<file path="src/rtl/rob_params.svh">
// fixed two-wide machine; the index widths below must track the depths by hand
`ifndef ROB_PARAMS_SVH
`define ROB_PARAMS_SVH

// buffer and pipeline widths
`define ROB_DEPTH       16
`define DISPATCH_WIDTH  2
`define COMMIT_WIDTH    2
`define WB_WIDTH        2

// register files
`define NUM_AREG        8
`define NUM_PREG        32
`define PLEN            32

// derived index widths
`define ROB_IDX_W       4
`define AREG_W          3
`define PREG_W          5

// free list holds every preg not mapped at reset
`define FL_DEPTH        24
`define FL_PTR_W        5

`endif
</file>
<file path="src/rtl/rob_pkg.sv">
// shared types only; field widths come from the params header and are not checked here
`include "rob_params.svh"

package rob_pkg;

    typedef logic [`PLEN-1:0]      pc_t;
    typedef logic [`AREG_W-1:0]    areg_t;
    typedef logic [`PREG_W-1:0]    preg_t;
    typedef logic [`ROB_IDX_W-1:0] rob_idx_t;

    // functional unit kind, stores allocate a dest like everything else
    typedef enum logic [2:0] {
        FU_ALU,
        FU_MUL,
        FU_LOAD,
        FU_STORE,
        FU_BRANCH
    } fu_e;

    typedef struct packed {
        pc_t   pc;
        fu_e   fu;
        areg_t areg;
    } dispatch_t;

    typedef struct packed {
        rob_idx_t   idx;
        logic       exception;
        logic [4:0] cause;
    } wb_t;

    typedef struct packed {
        logic       complete;
        logic       exception;
        logic [4:0] cause;
        fu_e        fu;
        areg_t      areg;
        preg_t      preg;
        preg_t      opreg;
        pc_t        pc;
    } rob_entry_t;

    typedef struct packed {
        pc_t   pc;
        areg_t areg;
        preg_t preg;
        preg_t opreg;
        logic  is_store;
    } commit_t;

    typedef struct packed {
        pc_t        pc;
        logic [4:0] cause;
    } flush_t;

endpackage

</file>
<file path="src/rtl/rename_retire_top.sv">
// no handshake on writeback or retire; dispatch slots must be packed from slot 0
`include "rob_params.svh"

module rename_retire_top import rob_pkg::*; (
    input  logic                            clk_i,
    input  logic                            rst_ni,

    input  logic [`DISPATCH_WIDTH-1:0]      dispatch_valid_i,
    input  dispatch_t [`DISPATCH_WIDTH-1:0] dispatch_i,
    output logic                            dispatch_ready_o,
    output rob_idx_t [`DISPATCH_WIDTH-1:0]  dispatch_index_o,
    output preg_t [`DISPATCH_WIDTH-1:0]     dispatch_preg_o,
    output preg_t [`DISPATCH_WIDTH-1:0]     dispatch_opreg_o,

    input  logic [`WB_WIDTH-1:0]            wb_valid_i,
    input  wb_t [`WB_WIDTH-1:0]             wb_i,

    output logic [`COMMIT_WIDTH-1:0]        commit_valid_o,
    output commit_t [`COMMIT_WIDTH-1:0]     commit_o,
    output logic                            flush_o,
    output flush_t                          flush_info_o,
    output logic                            rob_empty_o
);

    logic                        rob_ready;
    logic                        alloc_ready;
    logic [`DISPATCH_WIDTH-1:0]  accept;

    // ready only with room in both the buffer and the free list
    assign dispatch_ready_o = rob_ready & alloc_ready;
    assign accept           = dispatch_valid_i & {`DISPATCH_WIDTH{dispatch_ready_o}};

    reorder_buffer i_reorder_buffer (
        .clk_i          (clk_i),
        .rst_ni         (rst_ni),
        .accept_i       (accept),
        .dispatch_i     (dispatch_i),
        .preg_i         (dispatch_preg_o),
        .opreg_i        (dispatch_opreg_o),
        .rob_ready_o    (rob_ready),
        .index_o        (dispatch_index_o),
        .wb_valid_i     (wb_valid_i),
        .wb_i           (wb_i),
        .commit_valid_o (commit_valid_o),
        .commit_o       (commit_o),
        .flush_o        (flush_o),
        .flush_info_o   (flush_info_o),
        .rob_empty_o    (rob_empty_o)
    );

    free_list i_free_list (
        .clk_i          (clk_i),
        .rst_ni         (rst_ni),
        .accept_i       (accept),
        .preg_o         (dispatch_preg_o),
        .alloc_ready_o  (alloc_ready),
        .commit_valid_i (commit_valid_o),
        .commit_i       (commit_o),
        .flush_i        (flush_o)
    );

    rename_map i_rename_map (
        .clk_i          (clk_i),
        .rst_ni         (rst_ni),
        .accept_i       (accept),
        .dispatch_i     (dispatch_i),
        .preg_i         (dispatch_preg_o),
        .opreg_o        (dispatch_opreg_o),
        .commit_valid_i (commit_valid_o),
        .commit_i       (commit_o),
        .flush_i        (flush_o)
    );

endmodule

</file>
<file path="src/rtl/rename_map.sv">
// renames destinations only; slot order within a group is program order
`include "rob_params.svh"

module rename_map import rob_pkg::*; (
    input  logic                            clk_i,
    input  logic                            rst_ni,

    input  logic [`DISPATCH_WIDTH-1:0]      accept_i,
    input  dispatch_t [`DISPATCH_WIDTH-1:0] dispatch_i,
    input  preg_t [`DISPATCH_WIDTH-1:0]     preg_i,
    output preg_t [`DISPATCH_WIDTH-1:0]     opreg_o,

    input  logic [`COMMIT_WIDTH-1:0]        commit_valid_i,
    input  commit_t [`COMMIT_WIDTH-1:0]     commit_i,
    input  logic                            flush_i
);

    preg_t spec_q [`NUM_AREG];
    preg_t arch_q [`NUM_AREG];
    preg_t arch_d [`NUM_AREG];

    // old mapping, an older slot of the same group overrides the table
    always_comb begin
        for (int i = 0; i < `DISPATCH_WIDTH; i++) begin
            opreg_o[i] = spec_q[dispatch_i[i].areg];
            for (int j = 0; j < i; j++) begin
                if (accept_i[j] && (dispatch_i[j].areg == dispatch_i[i].areg)) begin
                    opreg_o[i] = preg_i[j];
                end
            end
        end
    end

    // retire slots applied oldest first
    always_comb begin
        arch_d = arch_q;
        for (int i = 0; i < `COMMIT_WIDTH; i++) begin
            if (commit_valid_i[i]) begin
                arch_d[commit_i[i].areg] = commit_i[i].preg;
            end
        end
    end

    always_ff @(posedge clk_i or negedge rst_ni) begin
        if (!rst_ni) begin
            for (int k = 0; k < `NUM_AREG; k++) begin
                spec_q[k] <= preg_t'(k);
                arch_q[k] <= preg_t'(k);
            end
        end else begin
            arch_q <= arch_d;
            if (flush_i) begin
                // rebuild from the committed state including this cycle's retires
                spec_q <= arch_d;
            end else begin
                // later slot wins on a shared areg
                for (int i = 0; i < `DISPATCH_WIDTH; i++) begin
                    if (accept_i[i]) begin
                        spec_q[dispatch_i[i].areg] <= preg_i[i];
                    end
                end
            end
        end
    end

endmodule

</file>
<file path="src/rtl/free_list.sv">
// ring assumes every retire frees exactly one opreg; alloc_ready is the only overflow guard
`include "rob_params.svh"

module free_list import rob_pkg::*; (
    input  logic                            clk_i,
    input  logic                            rst_ni,

    input  logic [`DISPATCH_WIDTH-1:0]      accept_i,
    output preg_t [`DISPATCH_WIDTH-1:0]     preg_o,
    output logic                            alloc_ready_o,

    input  logic [`COMMIT_WIDTH-1:0]        commit_valid_i,
    input  commit_t [`COMMIT_WIDTH-1:0]     commit_i,
    input  logic                            flush_i
);

    typedef logic [`FL_PTR_W-1:0] fl_ptr_t;
    typedef logic [`FL_PTR_W:0]   fl_cnt_t;

    preg_t   fifo_q [`FL_DEPTH];
    fl_ptr_t alloc_ptr_q;
    fl_ptr_t rel_ptr_q;
    fl_ptr_t cmt_ptr_q;
    fl_ptr_t cmt_ptr_d;
    fl_cnt_t count_q;
    logic [1:0] n_acc;
    logic [1:0] n_ret;

    // advance a pointer around a ring that is not a power of two
    function automatic fl_ptr_t fl_wrap(input fl_ptr_t ptr, input logic [1:0] step);
        logic [`FL_PTR_W:0] sum;
        sum = ptr + step;
        if (sum >= `FL_DEPTH) begin
            sum = sum - `FL_DEPTH;
        end
        return sum[`FL_PTR_W-1:0];
    endfunction

    always_comb begin
        n_acc = '0;
        n_ret = '0;
        for (int i = 0; i < `DISPATCH_WIDTH; i++) begin
            preg_o[i] = fifo_q[fl_wrap(alloc_ptr_q, i[1:0])];
            if (accept_i[i]) begin
                n_acc = n_acc + 2'd1;
            end
        end
        for (int i = 0; i < `COMMIT_WIDTH; i++) begin
            if (commit_valid_i[i]) begin
                n_ret = n_ret + 2'd1;
            end
        end
    end

    assign alloc_ready_o = (count_q >= `DISPATCH_WIDTH);
    assign cmt_ptr_d     = fl_wrap(cmt_ptr_q, n_ret);

    // slots between commit and alloc are in flight; flush hands them back
    always_ff @(posedge clk_i or negedge rst_ni) begin
        if (!rst_ni) begin
            for (int k = 0; k < `FL_DEPTH; k++) begin
                fifo_q[k] <= preg_t'(k + `NUM_AREG);
            end
            alloc_ptr_q <= '0;
            rel_ptr_q   <= '0;
            cmt_ptr_q   <= '0;
            count_q     <= fl_cnt_t'(`FL_DEPTH);
        end else begin
            for (int i = 0; i < `COMMIT_WIDTH; i++) begin
                if (commit_valid_i[i]) begin
                    fifo_q[fl_wrap(rel_ptr_q, i[1:0])] <= commit_i[i].opreg;
                end
            end
            rel_ptr_q <= fl_wrap(rel_ptr_q, n_ret);
            cmt_ptr_q <= cmt_ptr_d;
            if (flush_i) begin
                alloc_ptr_q <= cmt_ptr_d;
                count_q     <= fl_cnt_t'(`FL_DEPTH);
            end else begin
                alloc_ptr_q <= fl_wrap(alloc_ptr_q, n_acc);
                count_q     <= count_q + n_ret - n_acc;
            end
        end
    end

endmodule

</file>
<file path="src/rtl/reorder_buffer.sv">
// accept must be packed from slot 0 and already include ready; writebacks must hit live entries
`include "rob_params.svh"

module reorder_buffer import rob_pkg::*; (
    input  logic                                clk_i,
    input  logic                                rst_ni,

    // dispatch side
    input  logic [`DISPATCH_WIDTH-1:0]          accept_i,
    input  dispatch_t [`DISPATCH_WIDTH-1:0]     dispatch_i,
    input  preg_t [`DISPATCH_WIDTH-1:0]         preg_i,
    input  preg_t [`DISPATCH_WIDTH-1:0]         opreg_i,
    output logic                                rob_ready_o,
    output rob_idx_t [`DISPATCH_WIDTH-1:0]      index_o,

    // completion
    input  logic [`WB_WIDTH-1:0]                wb_valid_i,
    input  wb_t [`WB_WIDTH-1:0]                 wb_i,

    // retire and flush
    output logic [`COMMIT_WIDTH-1:0]            commit_valid_o,
    output commit_t [`COMMIT_WIDTH-1:0]         commit_o,
    output logic                                flush_o,
    output flush_t                              flush_info_o,
    output logic                                rob_empty_o
);

    rob_entry_t rob_q [`ROB_DEPTH];

    rob_idx_t             head_q;
    rob_idx_t             tail_q;
    logic [`ROB_IDX_W:0]  count_q;

    rob_idx_t             rd_idx [`COMMIT_WIDTH];
    rob_entry_t           new_entry [`DISPATCH_WIDTH];
    logic [1:0]           n_acc;
    logic [1:0]           n_ret;
    logic                 stop;

    // keep room for a full group
    assign rob_ready_o = (count_q <= (`ROB_DEPTH - `DISPATCH_WIDTH));
    assign rob_empty_o = (count_q == '0);

    // ========================================================================
    // dispatch
    // ========================================================================

    always_comb begin
        for (int i = 0; i < `DISPATCH_WIDTH; i++) begin
            index_o[i]             = tail_q + rob_idx_t'(i);
            new_entry[i].complete  = 1'b0;
            new_entry[i].exception = 1'b0;
            new_entry[i].cause     = '0;
            new_entry[i].fu        = dispatch_i[i].fu;
            new_entry[i].areg      = dispatch_i[i].areg;
            new_entry[i].preg      = preg_i[i];
            new_entry[i].opreg     = opreg_i[i];
            new_entry[i].pc        = dispatch_i[i].pc;
        end
    end

    always_comb begin
        n_acc = '0;
        for (int i = 0; i < `DISPATCH_WIDTH; i++) begin
            if (accept_i[i]) begin
                n_acc = n_acc + 2'd1;
            end
        end
    end

    // ========================================================================
    // retire window
    // ========================================================================

    always_comb begin
        for (int i = 0; i < `COMMIT_WIDTH; i++) begin
            rd_idx[i] = head_q + rob_idx_t'(i);
        end
    end

    // scan from the head, first incomplete or faulting entry ends the window
    always_comb begin
        stop         = 1'b0;
        flush_o      = 1'b0;
        flush_info_o = '0;
        n_ret        = '0;
        for (int i = 0; i < `COMMIT_WIDTH; i++) begin
            commit_valid_o[i]    = 1'b0;
            commit_o[i].pc       = rob_q[rd_idx[i]].pc;
            commit_o[i].areg     = rob_q[rd_idx[i]].areg;
            commit_o[i].preg     = rob_q[rd_idx[i]].preg;
            commit_o[i].opreg    = rob_q[rd_idx[i]].opreg;
            commit_o[i].is_store = (rob_q[rd_idx[i]].fu == FU_STORE);
            if ((count_q > i) && !stop) begin
                if (!rob_q[rd_idx[i]].complete) begin
                    stop = 1'b1;
                end else if (rob_q[rd_idx[i]].exception) begin
                    stop               = 1'b1;
                    flush_o            = 1'b1;
                    flush_info_o.pc    = rob_q[rd_idx[i]].pc;
                    flush_info_o.cause = rob_q[rd_idx[i]].cause;
                end else begin
                    commit_valid_o[i] = 1'b1;
                    n_ret             = n_ret + 2'd1;
                end
            end
        end
    end

    // ========================================================================
    // state
    // ========================================================================

    // entries past count are dead, so a write in the flush cycle is harmless
    always_ff @(posedge clk_i) begin
        for (int i = 0; i < `DISPATCH_WIDTH; i++) begin
            if (accept_i[i]) begin
                rob_q[index_o[i]] <= new_entry[i];
            end
        end
        for (int k = 0; k < `WB_WIDTH; k++) begin
            if (wb_valid_i[k]) begin
                rob_q[wb_i[k].idx].complete  <= 1'b1;
                rob_q[wb_i[k].idx].exception <= wb_i[k].exception;
                rob_q[wb_i[k].idx].cause     <= wb_i[k].cause;
            end
        end
    end

    always_ff @(posedge clk_i or negedge rst_ni) begin
        if (!rst_ni) begin
            head_q  <= '0;
            tail_q  <= '0;
            count_q <= '0;
        end else if (flush_o) begin
            head_q  <= '0;
            tail_q  <= '0;
            count_q <= '0;
        end else begin
            head_q  <= head_q + n_ret;
            tail_q  <= tail_q + n_acc;
            count_q <= count_q + n_acc - n_ret;
        end
    end

endmodule

</file>
<file path="config.mk">
export PLATFORM = sky130hd
export DESIGN_NAME = rename_retire_top
export DESIGN_NICKNAME = d
export VERILOG_FILES = /design/src/rtl/rob_pkg.sv /design/src/rtl/rename_retire_top.sv /design/src/rtl/rename_map.sv /design/src/rtl/free_list.sv /design/src/rtl/reorder_buffer.sv
export VERILOG_INCLUDE_DIRS = /design/src /design/src/rtl
export SDC_FILE = /design/constraint.sdc
export NUM_CORES = 2
export LEC_CHECK = 0
export BUFFER_PORTS_ARGS = -buffer_cell sky130_fd_sc_hd__buf_4
export CAP_MARGIN = 10
export CORE_UTILIZATION = 45
export DETAILED_ROUTE_END_ITERATION = 10
export PLACE_DENSITY_LB_ADDON = 0.12
export SETUP_SLACK_MARGIN = 0.15
export SYNTH_ARGS = -nofsm -noshare
export SYNTH_HDL_FRONTEND = slang
export SYNTH_SLANG_ARGS = --single-unit
</file>
<file path="constraint.sdc">
create_clock -name clk_i -period 9.8 [get_ports clk_i]
set_input_delay 0.98 -clock clk_i [delete_from_list [all_inputs] [get_ports clk_i]]
set_output_delay 0.98 -clock clk_i [all_outputs]
set_load 0.02 [all_outputs]
</file>
Word level (Yosys, flattened, before mapping)
Memories as Yosys holds them, arrays and structs flattened.
Index checks and enable logic that the tools add are counted.
{ "word_totals": {"ff_bits": 234, "mem_count": 1, "wordCells": 210, "inputBits": 102, "ramBits": 880, "output_inout_bits": 162} }
{ "op_classes": {"mux": 91, "n_addsub": 23, "order_cmp": 25, "eq_ne": 3, "n_bitwise": 10, "reduce_logical": 10} }
{ "mem_list": {"columns": ["memory", "words", "word_bits", "rd", "rd_ports_with_merged_regs", "write_ports", "line", "source"], "rows": [
  ["i_reorder_buffer.rob_q", 16, 55, 2, 0, 4, "reorder_buffer.sv:28", "rob_entry_t rob_q [`ROB_DEPTH];"]
]} }
{ "op_table": {"columns": ["op", "n"], "rows": [
  ["$bwmux 120", 2],
  ["$mux 120", 2],
  ["$mux 40", 6],
  ["$mux 37", 6],
  ["$bwmux 40", 4],
  ["$mux 5", 26],
  ["$demux 5 s3", 4],
  ["$bmux 5 s5", 2],
  ["$demux 5 s5", 2],
  ["$sub 5x5->5 const B", 7],
  ["$bmux 5 s3", 2],
  ["$ge 6x5->1 const B", 5],
  ["$mux 1", 25],
  ["$ge 6x6->1 const B", 4],
  ["$not 5->6", 4],
  ["$add 5x2->6", 3],
  ["$ge 4x4->1 const B", 4],
  ["$lt 4x1->1 const B", 4],
  ["$not 3->4", 4],
  ["$mux 2", 7],
  ["$add 5x1->6 const B", 2],
  ["$lt 6x1->1 const B", 2],
  ["$ge 5x5->1 const B", 2],
  ["$gt 5x1->1 const B", 2],
  ["other kinds (19)", 31]
]} }

Logic depth before layout (Yosys ltp)
An unclocked memory read counts as a cell.
{ "logic_depth": {"ltp_word": 15, "ltp_mapped": 24, "ltp_nobuf": 20} }

By module
Synthesis repeated with hierarchy kept, for this count alone.
{ "hier_totals": {"cells_unflattened": 4837, "hier_area_um2": 67494.7} }
{ "modules_own_cells": {"columns": ["mod", "area_per_inst_um2", "instances", "cells_each"], "rows": [
  ["reorder_buffer", 52629.2, 1, 3447],
  ["free_list", 9570.4, 1, 887],
  ["rename_map", 5276.3, 1, 500],
  ["rename_retire_top", 18.8, 1, 3]
]} }

Worst setup path before layout
Ideal clock, no wire load.
{ "synth_path": {"kind": "register to register", "from": "reg i_reorder_buffer.head_q[1]", "to": "reg i_reorder_buffer.count_q[4]", "synth_period_minus_slack_ns": 4.414, "path_stages_with_launch": 23, "path_slack_ns": 5.386, "setup_time_ns": 0.142, "arrival_time_ns": 4.273, "required_time_ns": 9.658, "path_cell_list": "dfrtp_1 > buf_2 > mux4_2 > or2_2 > a311oi_2 > nor2_1 > inv_2 > buf_2 > buf_4 > ha_1 > nand2_1 > o21ai_0 > ha_1 > inv_1 > ha_1 > inv_1 > fa_1 > inv_1 > a21oi_1 > nor2_1 > nor2_1 > xnor2_1 > nor2_1"} }
{ "synth_via": {"elab_chain_cells": 10, "elab_cells_between_ends": 21, "cone_classes": "add/sub (3); mux (15); reduce/logical (2); memory (1)"} }
{ "synth_lines": {"columns": ["element", "line", "source"], "rows": [
  ["from (decl)", "reorder_buffer.sv:30", "rob_idx_t head_q;"],
  ["from (signal assigned)", "reorder_buffer.sv:140", "head_q <= head_q + n_ret;"],
  ["$mem_v2 16x55 *", null, null],
  ["$mux 1", "reorder_buffer.sv:97", "end else if (rob_q[rd_idx[i]].exception) begin"],
  ["$mux 2", "reorder_buffer.sv:95", "if (!rob_q[rd_idx[i]].complete) begin"],
  ["$mux 2", "reorder_buffer.sv:94", "if ((count_q > i) && !stop) begin"],
  ["$add 2x1->2", "reorder_buffer.sv:104", "n_ret = n_ret + 2'd1;"],
  ["$mux 2", "reorder_buffer.sv:97", null],
  ["$mux 2", "reorder_buffer.sv:95", null],
  ["$mux 2", "reorder_buffer.sv:94", null],
  ["$sub 5x2->5", "reorder_buffer.sv:142", "count_q <= count_q + n_acc - n_ret;"],
  ["$mux 5 *", "reorder_buffer.sv:135", "end else if (flush_o) begin"],
  ["to (signal assigned)", "reorder_buffer.sv:142", null],
  ["to (decl)", "reorder_buffer.sv:32", "logic [`ROB_IDX_W:0] count_q;"]
]} }
Mark *: on every way between the ends. The rest lies on a longest branch, timed or not.

==> results.toml <==
[synth]
synth_area_per_cell_um2 = 14.72
seq_area_frac_synth_pct = 48.53
yosysUniqueCellTypes = 78
synthArstFlopShare_pct = 21.01
synthesis.instances = 4513
synth_top_area_share_pct = 39.06
yosys_register_bits = 1114
dominantRegCellSynth = "edfxtp_1"
yosysTopAreaCell = "edfxtp_1"
ys_warn_count = 0
synth_common_cells = "864 x edfxtp_1, 659 x mux2_2, 568 x mux4_2, 425 x mux2i_1, 324 x clkbuf_1"
netlist_area_mm2 = 0.06643
synth_most_common_cell = "edfxtp_1"
synth_edf_count = 864
syn-num-nets = 4661
synthTopCellsByArea = "edfxtp_1 39%, mux4_2 19%, mux2_2 11%"

[worst_setup_path]
end_kind = "primary output"
cpMaxStageDelayCell = "o21ai_2"
reg2reg_to = "i_reorder_buffer.count_q[4]$_DFF_PN0_"
path_cells = "ha_4, buf_12, buf_12, mux4_2, nand2_1, nand2_1, o21ai_2, inv_1, buf_4"
reg2reg_depth = 20
critPathLaunchType = "register"
reg2reg_slack_ns = 3.86
crit_cells = 9
critical_path_class = "register to primary output"
critPathMaxFanout = 95
arrival_ns = 5.65
crit_buf_inv = 4
rr_startpoint = "i_reorder_buffer.head_q[1]$_DFF_PN0_"
crit_path_max_incr_delay_ns = 0.87
path_delay_family = "buffers and inverters"
required_ns = 8.82

[outcome]
status = "complete, no violations"

[placed_design]
globalplace.congestion = 0.8634
dpl_worst_slack_ns = 3.854
dp_cells = 6330
dp.final_hpwl_um = 130300
io_buffers = 263

[drt]
detail_route.vias_per_cell = 6.714
drc = 0
route.met2.wl_um = 107100
dr_total_vias = 44120
totalWireLength_um = 223400
wl_met3_um = 18360
top_layer = "met5"
drt_iter0_drc = 4605
wl_per_cell_um = 34.00
wl_met1_um = 91560
final_antenna_net_count = 0
dr.pass1.iters = 5

[cts]
ctsHoldBuffers = 0
cts_buffers = 133
htreeDepth = 4
clockRootBuffer = "clkbuf_16"
clk_pin_slew_ns = 0.06
cts_setup_buffers = 0
clock_latency_ns = 0.77
cts_tree = "done"
clock-sinks = 1114
cts_buffer_depth = 3
post_cts_resized = 0

[cells_and_area]
regArea_mm2 = 0.03226
nets = 4696
multi_input_area_mm2 = 0.03235
nFillCells = 12460
diodes = 0
final_cells = 6572
syn2layout_area_growth_pct = 11.88
post-route-util_pct = 50.87
layout-drive-gt1-share_pct = 42.00

[global_route]
grt_max_degree = 132
grt_antenna_before_repair = 7
grt_remaining_overflow = 0
grt_pass1_wl_um = 320500
grt_pass1_vias = 43910
track_usage_pct = 29.91

[floorplanning]
num_rows = 140
die_w_um = 386.2
die_area_mm2 = 0.1492
initial_core_util_pct = 45.47
die_y_um = 386.2
io-pin-count = 264
core_mm2 = 0.1461

[power]
leakagePower_uw = 0.02718
p_per_area_mw_per_mm2 = 326.0
ir_drop_v = 0.0003281

[timing]
setup_viol = 0
worst_pin_slew_ns = 1.182
period_needed_ns = 6.629
finalSetupTns_ns = 0
slew_headroom_pct = 20.47
fin_ws_ns = 3.171
fmax_mhz = 150.9
rsz0062_at_grt = "false"
period_share_pct = 67.64
hold_viol = 0
clock_skew_ns = 0.02803
final_max_slew_viol_count = 0

[job]
maxCapViolations = 0

[min_path]
hp-class = "input pin to async pin"
## how the worst max path moves through the flow
stage / startpoint / to / slack (ns)
4_1_cts: i_reorder_buffer.head_q[1]$_DFF_PN0_ / commit_o[54] / 3.02
3_3_place_gp: i_reorder_buffer.head_q[1]$_DFF_PN0_ / commit_o[54] / 3.84
5_1_grt: i_reorder_buffer.head_q[1]$_DFF_PN0_ / commit_o[54] / 2.77
6_report: i_reorder_buffer.head_q[1]$_DFF_PN0_ / commit_o[54] / 3.17
2_1_floorplan: i_reorder_buffer.head_q[1]$_DFF_PN0_ / i_reorder_buffer.count_q[4]$_DFF_PN0_ / 5.39
3_5_place_dp: i_reorder_buffer.head_q[1]$_DFF_PN0_ / commit_o[54] / 3.85
## registers in the layout (all words and copies together), names as in the netlist
register	count
i_free_list.cmt_ptr_q	5
i_free_list.rel_ptr_q	5
i_free_list.alloc_ptr_q	5
i_rename_map.spec_q	40
i_reorder_buffer.head_q	4
i_free_list.count_q	6
i_reorder_buffer.tail_q	4
i_rename_map.arch_q	40
i_reorder_buffer.count_q	5
i_reorder_buffer.rob_q	880
i_free_list.fifo_q	120
## worst reg2reg max path, stage by stage, from the launching register on
cell and delay, ns:
dfrtp_4 0.80, buf_4 0.89, nand2_1 0.12, or3b_1 0.45
a311oi_2 0.62, nor2_1 0.25, inv_2 0.58, ha_1 0.36
nand2_1 0.06, o21ai_0 0.13, ha_1 0.32, inv_1 0.05
ha_1 0.16, inv_1 0.06, fa_1 0.46, inv_1 0.07
a21oi_1 0.06, nor2_1 0.10, nor2_1 0.06, xnor2_1 0.14
nor2_1 0.05
## layer usage
layer / GRT usage, % / up-vias
met1: 40.91 / 23400
met2: 48.70 / 2178
met3: 5.588 / 401
met4: 8.530 / 14
li1: - / 18130
met5: 0 / -
## kinds of logic (layout without fill, tap and decap cells)
family                   after synthesis  count (layout)  share of synthesized area [%]
flip-flops                          1114            1114                          48.53
adder cells (fa/ha/maj)               46              46                         0.9455
buffers and inverters                532             674                          3.213
multiplexers                        1652            1652                          36.83
AO/OA/AOI/OAI                        495             495                          5.349
AND/OR/NAND/NOR                      645             645                          4.711
XOR/XNOR                              29              29                         0.4219
## cell type report
type / count / share of cell area (%)
clock buffers: 175 / 4.847
well taps: 1917 / 3.227
multi-input cells: 2867 / 43.53
clock inverters: 67 / 0.8940
repair buffers: 354 / 3.653
flip-flops and latches: 1114 / 43.40
inverters: 78 / 0.4478
## cells in the final DEF, fill, tap and decap left out, types with 19 or more instances in the layout
master | netlist | routed
ha_1 | 39 | 37
dfstp_2 | 94 | 94
clkbuf_16 | 0 | 138
a21oi_1 | 69 | 66
nor2b_1 | 23 | 23
nand3_1 | 162 | 150
a22o_1 | 170 | 170
clkinv_1 | 0 | 19
o21ai_0 | 106 | 106
inv_1 | 75 | 59
buf_4 | 10 | 349
mux4_2 | 568 | 568
nor2_1 | 105 | 105
edfxtp_1 | 864 | 864
nor3_1 | 33 | 32
nand2_1 | 224 | 220
o211ai_1 | 48 | 48
mux2i_1 | 425 | 423
clkbuf_1 | 324 | 36
clkinv_2 | 0 | 26
dfrtp_1 | 140 | 135
mux2_2 | 659 | 659
## metrics by stage
stage                     hold slack (ns)  power [uW]  cell area, um^2
final                              0.2710       24230            74320
after global routing               0.3331       25270            74320
after CTS                          0.2989       24280            74320
after detailed placement           0.4480       19300            70050
after global placement             0.4508       19180            70050
after floorplan                    0.4288       14870            66430
## where the power goes
part	total, uW	switching, uW	internal (uW)
registers	6930	619	6310
logic	12400	7350	5000
clock network	4950	2080	2870
Power figures use the tool's default switching activity.
